--- src/rs_pkg.sv ---
package rs_pkg;

    // Datapath widths.
    parameter int DATA_LEN = 32;
    parameter int ADDR_LEN = 32;
    parameter int RRF_SEL  = 6;

    // Bus 0 carries load results, buses 1 to 4 come from other units.
    parameter int NUM_BUS = 5;

    // A result bus with this tag broadcasts nothing.
    parameter logic [RRF_SEL-1:0] RRF_NONE = '0;

    typedef enum logic {
        MEM_LOAD,
        MEM_STORE
    } mem_op_e;

    typedef enum logic [1:0] {
        MAU_IDLE,
        MAU_BUS,
        MAU_DONE
    } mau_state_e;

endpackage

--- src/mem_access_unit.sv ---
`timescale 1ns/1ps

module mem_access_unit import rs_pkg::*; (
    input  logic                clk_i,
    input  logic                reset_i,

    input  logic                issue_valid_i,
    input  mem_op_e             issue_op_i,
    input  logic [ADDR_LEN-1:0] issue_pc_i,
    input  logic [DATA_LEN-1:0] issue_src_1_i,
    input  logic [DATA_LEN-1:0] issue_src_2_i,
    input  logic [DATA_LEN-1:0] issue_imm_i,
    input  logic [RRF_SEL-1:0]  issue_rrf_tag_i,
    input  logic                issue_dst_val_i,
    output logic                issue_ready_o,

    output logic                wb_cyc_o,
    output logic                wb_stb_o,
    output logic                wb_we_o,
    output logic [ADDR_LEN-1:0] wb_adr_o,
    output logic [DATA_LEN-1:0] wb_dat_w_o,
    input  logic [DATA_LEN-1:0] wb_dat_r_i,
    input  logic                wb_ack_i,

    output logic [DATA_LEN-1:0] res_data_o,
    output logic [RRF_SEL-1:0]  res_tag_o,
    output logic                done_valid_o,
    output logic [ADDR_LEN-1:0] done_pc_o
);

    mau_state_e          state;
    mem_op_e             op_q;
    logic [RRF_SEL-1:0]  tag_q;
    logic                dst_val_q;
    logic [ADDR_LEN-1:0] pc_q;
    logic [ADDR_LEN-1:0] adr_q;
    logic [DATA_LEN-1:0] dat_w_q;
    logic [DATA_LEN-1:0] rd_data_q;

    assign issue_ready_o = (state == MAU_IDLE);

    // Classic cycle, held until the slave acks.
    assign wb_cyc_o   = (state == MAU_BUS);
    assign wb_stb_o   = (state == MAU_BUS);
    assign wb_we_o    = (state == MAU_BUS) && (op_q == MEM_STORE);
    assign wb_adr_o   = adr_q;
    assign wb_dat_w_o = dat_w_q;

    // Stores and loads without a destination broadcast nothing.
    assign res_data_o   = rd_data_q;
    assign res_tag_o    = (state == MAU_DONE && op_q == MEM_LOAD && dst_val_q) ? tag_q : RRF_NONE;
    assign done_valid_o = (state == MAU_DONE);
    assign done_pc_o    = pc_q;

    always_ff @(posedge clk_i) begin
        if (reset_i) begin
            state <= MAU_IDLE;
        end else begin
            case (state)
                MAU_IDLE: if (issue_valid_i) state <= MAU_BUS;
                MAU_BUS:  if (wb_ack_i) state <= MAU_DONE;
                default:  state <= MAU_IDLE;
            endcase
        end
    end

    always_ff @(posedge clk_i) begin
        if (state == MAU_IDLE && issue_valid_i) begin
            adr_q     <= issue_src_1_i + issue_imm_i;
            dat_w_q   <= issue_src_2_i;
            op_q      <= issue_op_i;
            tag_q     <= issue_rrf_tag_i;
            dst_val_q <= issue_dst_val_i;
            pc_q      <= issue_pc_i;
        end
        if (state == MAU_BUS && wb_ack_i) begin
            rd_data_q <= wb_dat_r_i;
        end
    end

endmodule

--- config.mk ---
export PLATFORM = sky130hd
export DESIGN_NAME = mem_access_unit
export DESIGN_NICKNAME = d
export VERILOG_FILES = /design/src/rs_pkg.sv /design/src/mem_access_unit.sv
export SDC_FILE = /design/constraint.sdc
export NUM_CORES = 1
export LEC_CHECK = 0
export ABC_CLOCK_PERIOD_IN_PS = 3240
export BUFFER_PORTS_ARGS = -buffer_cell sky130_fd_sc_hd__buf_4
export CORE_ASPECT_RATIO = 0.8
export CORE_MARGIN = 3
export CORE_UTILIZATION = 42
export DETAILED_ROUTE_END_ITERATION = 10
export HOLD_SLACK_MARGIN = 0.06
export PLACE_DENSITY = 0.76
export REMOVE_ABC_BUFFERS = 1
export SYNTH_ARGS = -nofsm -noshare
export SYNTH_HDL_FRONTEND = slang
export SYNTH_SLANG_ARGS = --single-unit
--- constraint.sdc ---
create_clock -name clk_i -period 3.24 [get_ports clk_i]
set_clock_uncertainty 0.1 [all_clocks]
set_input_delay 0 -clock clk_i [delete_from_list [all_inputs] [get_ports clk_i]]
set_output_delay 0 -clock clk_i [all_outputs]
set_load 0.05 [all_outputs]
==> impl_metrics.ini, run 1 <==
[route]
drc = 0
drt-vias-per-instance = 5.281
wl_um = 23540
num_vias = 5751
postRouteAntennaNets = 0
wl_per_cell_um = 21.62
drtPass1Iterations = 5
drt-initial-drc-count = 502

[grt]
grt.busiest_layer = met2
grt_pass1_wl_um = 34430
overflow = 0
use_met1_pct = 33.78
grtUsageTotal_pct = 28.50
grt_pass1_vias = 5843
antenna_found_initial = 1
use_met2_pct = 50.71
grt_use_met3_pct = 8.857
grt_start_max_net_pins = 47

[timing]
fin_crit_sh_pct = 93.12
setup-violations-final = 0
slew_violations = 0
period_minus_slack_ns = 3.017
fmax_mhz = 331.4
hold_viol = 0
setup_ws_ns = 0.2229
maxSlewHeadroom_pct = 55.74
worstMarginPinSlew_ns = 0.6570
rsz0062_at_grt = no

[critical_path]
crit_path_cell_trace = dlygate4sd3_1, buf_4, ha_1, o211ai_1, o211a_1, nor4_1, or4_4, a221oi_2, xnor2_1, dlygate4sd3_1
cp_slowest_cell = or4_4
cp-end-kind = flip-flop
critPathMaxFanout = 8
worst_setup_path_start_kind = input port
critical_path_class = input port to flip-flop
crit_path_frequent_cell = dlygate4sd3_1
cp.required_ns = 3.31
arrival_ns = 3.08
max_stage_delay_ns = 0.60

[power]
p_sw_mw = 1.708
clkPwrFrac_pct = 32.5
p_int_mw = 3.692
power.density_mw_per_mm2 = 508.6
ir_drop_v = 0.0003158
p_seq_share_pct = 40.4
power_mw = 5.400
share_comb_of_total_power_pct = 27.1
leakagePower_nw = 4.565
swShare_pct = 31.63

[job]
maxCapViolCount = 0

[final_layout]
regArea_mm2 = 0.004124
drive_above_1_share_pct = 39.53
multi_input_area_mm2 = 0.001997
layout.cells.non_filler = 1089
design_area_mm2 = 0.01062
final.fill_count = 867
area_growth_pct = 70.90
final_util_pct = 73.77
nNetsFinal = 1094

[synth]
synth.top_cell.area_share_pct = 65.73
synthTopCellsByArea = edfxtp_1 (66%), ha_1 (6.2%), a21oi_1 (3.0%)
async_flop_share_pct = 0
synth_edf_count = 136
synth_common_cells = edfxtp_1 (136), a21oi_1 (37), ha_1 (31), nand2_1 (25), nor2_1 (19)
syn-instance-count = 435
yosysTopAreaCell = edfxtp_1
syn_avg_cell_area_um2 = 14.28
synthFlopType = edfxtp_1
seq_area_frac_synth_pct = 66.37
synth_area_mm2 = 0.006213
ys.warnings.count = 0
ys_types = 59
synth_seq_cells = 138
synth.most_common_cell = edfxtp_1

[place]
dp_slack_ns = 0.6495
dp_hpwl_um = 15040
placed_cell_area_mm2 = 0.008732
gp_congestion = 0.8440
dp_cells = 920
portBuffers = 310

[floorplanning]
start_util_pct = 43.16
die_area_mm2 = 0.01630
core_region_area_mm2 = 0.01440
die-width_um = 142.0
die_y_um = 114.8
num_rows = 39
ios = 311

[clock_tree]
htreeDepth = 4
cts.clk_slew.worst_paths_ns = 0.06
cts_tree = yes
cts_made_buffers = 17
clock_sinks = 138
clockBufferDepth = 2
clockRootBuffer = clkbuf_16
clk_latency_ns = 0.42

[outcome]
status = complete, no violations

[min_path]
hold_path_class = input port to flip-flop
[through the flow]
step	setup TNS [ns]	hold slack, ns
after global routing	0	0.08689
after detailed placement	0	0.07110
after floorplan	-90.43	-0.02839
final	0	0.08123
after global placement	0	0.07048
after CTS	0	0.06186
[per-layer routing]
metal,wire [um],part of all wire [%]
met3,1794,7.6
met1,9139,39
met4,455,1.9
met5,0,0
met2,12150,52
[cell type report]
cell class / instances / area share (%)
sequential: 138 / 38.84
clock buffer: 17 / 4.006
timing repair buffer: 448 / 34.97
clock inverter: 15 / 0.9544
multi-input combinational: 279 / 18.81
tap: 184 / 2.168
antenna: 2 / 0.04713
inverter: 6 / 0.2121
[sequential cells by signal, summed over array words and instances, names as in the netlist]
name	flops
wb_dat_w_o	32
op_q	1
state	2
res_data_o	32
wb_adr_o	32
dst_val_q	1
done_pc_o	32
tag_q	6
[kinds of logic (layout without fill, tap and decap cells)]
| group | count (synthesis) | after routing | share of synthesized area, % |
|---|---|---|---|
| other | 0 | 2 | 0 |
| DFF | 138 | 138 | 66.37 |
| muxes | 2 | 2 | 0.3222 |
| and+or+nand+nor | 108 | 108 | 9.304 |
| adders and majority gates | 32 | 32 | 6.565 |
| xor gates and xnor gates | 23 | 23 | 3.242 |
| buffers and inverters | 18 | 486 | 1.591 |
| AOI/OAI and AO/OA | 114 | 114 | 12.61 |
[worst max-delay path: cells and delay by family]
kind / cells / cell delay, ns
buffers and inverters: 3 / 1.24
AND/OR/NAND/NOR: 2 / 0.68
XOR/XNOR: 1 / 0.08
AO/OA/AOI/OAI: 3 / 0.76
adder cells (fa/ha/maj): 1 / 0.31
[placed cells by master (no fill, tap or decap), types with 3 or more instances in the layout]
master         netlist  layout
a31o_2               3       3
xnor2_1             13      13
a211oi_1             4       4
a31oi_1              4       4
a21o_1              15      15
xor2_1              10      10
ha_1                31      31
nand2_1             25      25
dlygate4sd3_1        0     135
nor4_1               3       3
nand2b_1             3       3
nor2b_1              6       6
and3_1               9       9
and4_1               4       4
clkinvlp_4           0       4
clkinv_1             0       4
o211ai_1             3       3
buf_4                3     312
a21oi_1             37      37
inv_6                0       3
nor3_1               8       8
o21ai_0             15      15
nor2_1              19      19
and2_1              15      14
o21a_1               3       3
inv_1                6       6
a311oi_1             5       5
edfxtp_1           136     136
nand3_1              6       6
clkbuf_16            0      17
[power groups by stage]
stage               clock [mW]  combinational, mW  sequential (mW)
floorplan                    0              0.391             2.63
global placement             0               1.26             2.21
detailed placement           0               1.28             2.21
CTS                       1.76               1.43             2.18
global route              1.86               1.54             2.19
finish                    1.75               1.46             2.18
[path summary, 6_finish.rpt]
path                       end  cells after the start       startpoint  slack, ns
hold / removal    wb_adr_o[21]                      3  issue_imm_i[21]       0.08
setup / recovery  wb_adr_o[19]                     10   issue_imm_i[2]       0.22
setup reg to reg   wb_adr_o[8]                      3         state[1]       1.30
hold reg to reg       state[0]                      3         state[1]       0.71
[repair_timing]
item,4_1_cts,5_1_grt
endpoints found under the setup margin,0,1
gates resized for setup,0,1
hold endpoints to repair,121,0
hold buffers,135,0
buffers inserted,0,0
Note: power is estimated with default switching activity, not from simulation.
==> run 2, diff against run 1 <==
Settings changed: ABC_CLOCK_PERIOD_IN_PS 3240 to 3150, CORE_UTILIZATION 42 to 46, PLACE_DENSITY 0.76 to 0.79, SLEW_MARGIN from default to 20.
Clock period 3.24 ns to 3.15 ns, I/O delays scaled along.
==> run 2 against run 1 <==
Compared with the run above: wire length is 5.3% higher; die area is 8.3% lower; sequential cell count stayed put; combinational power is 4% higher; power is 9.2% higher.
==> impl_metrics.ini, run 2 (same netlist as run 1, synthesis figures left out) <==
[critical_path]
cp-end-kind = flip-flop
arrival_ns = 2.84
worst_setup_path_start_kind = input port
cp.required_ns = 3.20
critical_path_class = input port to flip-flop
critPathMaxFanout = 6

[grt]
use_met2_pct = 56.57
antenna_found_initial = 1
grt_use_met3_pct = 8.234
use_met1_pct = 38.11
overflow = 0
grtUsageTotal_pct = 32.65
grt_start_max_net_pins = 51
grt_pass1_wl_um = 35480
grt_pass1_vias = 5917
grt.busiest_layer = met2

[floorplanning]
core_region_area_mm2 = 0.01306
start_util_pct = 47.59
num_rows = 37
die-width_um = 135.9
die_area_mm2 = 0.01495
ios = 311
die_y_um = 110.0

[final_layout]
final_util_pct = 82.19
area_growth_pct = 72.69
nNetsFinal = 1098
layout_commonest_cell = buf_4
layout.cells.non_filler = 1084
drive_above_1_share_pct = 39.58
multi_input_area_mm2 = 0.001993
final.fill_count = 712
regArea_mm2 = 0.004124
most-common-layout-cells = buf_4 (312), dlygate4sd3_1 (139), edfxtp_1 (136), a21oi_1 (37), ha_1 (31)

[clock_tree]
clk_latency_ns = 0.43
cts-resized-gates = 0
ctsHoldBuffers = 139
clockBufferDepth = 2
htreeDepth = 4
cts_tree = yes
cts.clk_slew.worst_paths_ns = 0.07
cts_made_buffers = 17
clock_sinks = 138
post_cts_buffers = 0
clockRootBuffer = clkbuf_16

[power]
share_comb_of_total_power_pct = 25.8
ir_drop_v = 0.0005013
p_seq_share_pct = 38.1
clkPwrFrac_pct = 36.1
power.density_mw_per_mm2 = 549.4
swShare_pct = 31.16
leakagePower_nw = 4.632
p_int_mw = 4.059
p_sw_mw = 1.837

[timing]
setup-violations-final = 0
worstMarginPinSlew_ns = 0.7725
rsz0062_at_grt = no
setup_ws_ns = 0.3645
fin_crit_sh_pct = 88.43
fmax_mhz = 359.0
period_minus_slack_ns = 2.786
slew_violations = 0
maxSlewHeadroom_pct = 47.96
hold_viol = 0

[route]
drtPass1Iterations = 7
wl_per_cell_um = 22.86
drc = 0
drt-initial-drc-count = 550
num_vias = 5988
wl_um = 24780
postRouteAntennaNets = 0
drt-vias-per-instance = 5.524

[job]
maxCapViolCount = 0

[place]
portBuffers = 310
dp_hpwl_um = 14720
dp_slack_ns = 0.5771
dp_cells = 911
gp_congestion = 0.9070

[outcome]
status = complete, no violations

[min_path]
hold_path_class = input port to flip-flop
-- run 2: path summary, 6_finish.rpt --
kind	end	depth (start not counted)	slack [ns]	startpoint
worst max-delay path	wb_adr_o[30]	10	0.36	issue_imm_i[0]
worst min-delay path	wb_adr_o[4]	4	0.07	issue_src_1_i[3]
worst max register to register	wb_adr_o[24]	3	1.09	state[1]
worst min register to register	state[0]	3	0.71	state[1]
-- run 2: area by class of cell --
cell class | count | area share, %
tap | 175 | 2.041
multi-input combinational | 279 | 18.58
clock buffer | 17 | 3.965
timing repair buffer | 452 | 34.98
antenna | 2 | 0.04664
inverter | 6 | 0.2099
clock inverter | 15 | 1.749
sequential | 138 | 38.43
-- run 2: critical path, cell delays in order --
cell           delay (ns)
dlygate4sd3_1        0.56
buf_4                0.15
ha_1                 0.23
fa_1                 0.43
a21o_2               0.26
a31o_2               0.30
a211oi_1             0.45
nor3_1               0.14
mux2i_1              0.17
o311ai_0             0.13
-- run 2: power groups by stage --
stage	combinational, mW	clock, mW	sequential [mW]
2_1_floorplan	0.403	0	2.70
3_5_place_dp	1.31	0	2.27
5_1_grt	1.59	2.22	2.25
3_3_place_gp	1.28	0	2.27
6_report	1.52	2.13	2.25
4_1_cts	1.48	2.09	2.24
-- run 2: metrics by stage --
| step | setup TNS (ns) | hold slack, ns | power [mW] | instance area [um2] |
|---|---|---|---|---|
| floorplan | -102.62 | -0.02839 | 3.104 | 6137 |
| CTS | 0 | 0.06016 | 5.806 | 10730 |
| global route | 0 | 0.1005 | 6.066 | 10730 |
| global placement | 0 | 0.06968 | 3.552 | 8721 |
| finish | 0 | 0.07214 | 5.895 | 10730 |
| detailed placement | 0 | 0.07330 | 3.580 | 8721 |
-- run 2: metal layers --
layer	part of all wire, %	routed length [um]
met4	4.2	1032
met5	0	0
met2	50	12470
met3	8.9	2217
met1	37	9055
==> run 3, diff against run 2 <==
Settings changed: BUFFER_PORTS_ARGS -buffer_cell sky130_fd_sc_hd__buf_4 to default, CELL_PAD_IN_SITES_DETAIL_PLACEMENT from default to 1, CELL_PAD_IN_SITES_GLOBAL_PLACEMENT from default to 2, CORE_UTILIZATION 46 to 39, DONT_BUFFER_PORTS from default to 1, PLACE_DENSITY 0.79 to 0.77.
==> run 3 against run 2 <==
Compared with the run above: synthesized area unchanged; synthesized cell count stayed put; the run now fails in 4_1_cts.
==> impl_metrics.ini, run 3 <==
[floorplanning]
start_util_pct = 40.57
ios = 311
num_rows = 40
die-width_um = 147.1
die_y_um = 118.9

[synth]
syn_avg_cell_area_um2 = 14.28
yosysTopAreaCell = edfxtp_1
ys.warnings.count = 0
synth_edf_count = 136
syn-instance-count = 435
synth_common_cells = edfxtp_1 (136), a21oi_1 (37), ha_1 (31), nand2_1 (25), nor2_1 (19)
synth_area_mm2 = 0.006213
async_flop_share_pct = 0
synthFlopType = edfxtp_1
seq_area_frac_synth_pct = 66.37
synth.most_common_cell = edfxtp_1
synth_seq_cells = 138
synthTopCellsByArea = edfxtp_1 (66%), ha_1 (6.2%), a21oi_1 (3.0%)
ys_types = 59
synth.top_cell.area_share_pct = 65.73

[clock_tree]
clockBufferDepth = 2
htreeDepth = 4
cts-resized-gates = 0
clockRootBuffer = clkbuf_16
ctsHoldBuffers = 135
post_cts_buffers = 0
clock_sinks = 138
cts_made_buffers = 17

[place]
dp_cells = 639
dp_hpwl_um = 14470
gp_congestion = 0.8900
portBuffers = 0

[outcome]
first-error = [ERROR RSZ-0060] Max buffer count reached.
status = stopped before the end
haltStage = 4_1_cts
==> run 3: cell counts after synthesis <==
No cell type changed its count.
==> run 3: per-stage QoR <==
step | setup slack [ns] | instance area [um2] | hold slack (ns)
3_3_place_gp | 0.6957 | 6475 | -0.02398
2_1_floorplan | -0.9533 | 6137 | -0.02839
3_5_place_dp | 0.6422 | 6475 | -0.02359
==> run 3: cell families after synthesis <==
logic type | after synthesis | share of synthesized area [%]
compound gates | 114 | 12.61
xor+xnor | 23 | 3.242
fa+ha+maj | 32 | 6.565
buf+inv | 18 | 1.591
flops | 138 | 66.37
mux | 2 | 0.3222
simple gates | 108 | 9.304
==> run 4, diff against run 3 <==
Settings changed: CELL_PAD_IN_SITES_DETAIL_PLACEMENT 1 to default, CELL_PAD_IN_SITES_GLOBAL_PLACEMENT 2 to default, CORE_ASPECT_RATIO 0.8 to default, CORE_UTILIZATION 39 to 40, HOLD_SLACK_MARGIN 0.06 to default, PLACE_DENSITY 0.77 to default, PLACE_DENSITY_LB_ADDON from default to 0.15.
==> run 4 against run 3 <==
Compared with the run above: the run again fails in 4_1_cts; synthesized cell count unchanged; synthesized area unchanged.
==> impl_metrics.ini, run 4 <==
[outcome]
status = stopped before the end
haltStage = 4_1_cts
first-error = [ERROR RSZ-0060] Max buffer count reached.

[synth]
async_flop_share_pct = 0
ys_types = 59
synth.most_common_cell = edfxtp_1
synth_common_cells = edfxtp_1 (136), a21oi_1 (37), ha_1 (31), nand2_1 (25), nor2_1 (19)
synth.top_cell.area_share_pct = 65.73
syn_avg_cell_area_um2 = 14.28
synth_compound_area_share_pct = 12.61
synth_area_mm2 = 0.006213
yosysTopAreaCell = edfxtp_1
synthAdderAreaFrac_pct = 6.565
synth_seq_cells = 138
synthTopCellsByArea = edfxtp_1 (66%), ha_1 (6.2%), a21oi_1 (3.0%)
synth_top_family_by_area = compound AO/OA/AOI/OAI gates
synthSimpleGateAreaFrac_pct = 9.303
ys.warnings.count = 0
synthFlopType = edfxtp_1
synth_edf_count = 136
syn-instance-count = 435
synth_xor_area_share_pct = 3.242
seq_area_frac_synth_pct = 66.37
muxShareOfSynthArea_pct = 0.3222

[place]
dp_hpwl_um = 12500
portBuffers = 0
dp_slack_ns = 0.6681
gp_congestion = 0.8109

[clock_tree]
htreeDepth = 4
ctsHoldBuffers = 131
clock_sinks = 138
clockRootBuffer = clkbuf_16
post_cts_buffers = 0
cts-resized-gates = 0
clockBufferDepth = 2
cts_made_buffers = 17

[floorplanning]
die-width_um = 130.6
num_rows = 44
start_util_pct = 41.80
die_y_um = 130.6
ios = 311
run 4: cell counts after synthesis:
Identical to the previous run, type by type.
run 4: cell families after synthesis:
family                     count (synthesis)
AOI/OAI and AO/OA                        114
and+or+nand+nor                          108
DFF                                      138
muxes                                      2
buffers and inverters                     18
adders and majority gates                 32
xor gates and xnor gates                  23
run 4: through the flow:
stage	cells	utilization (%)	hold slack, ns	TNS, ns	area [um2]
floorplan	423	-	-0.02839	-102.62	6137
global placement	612	43.21	-0.02312	0	6422
detailed placement	612	43.21	-0.02250	0	6422
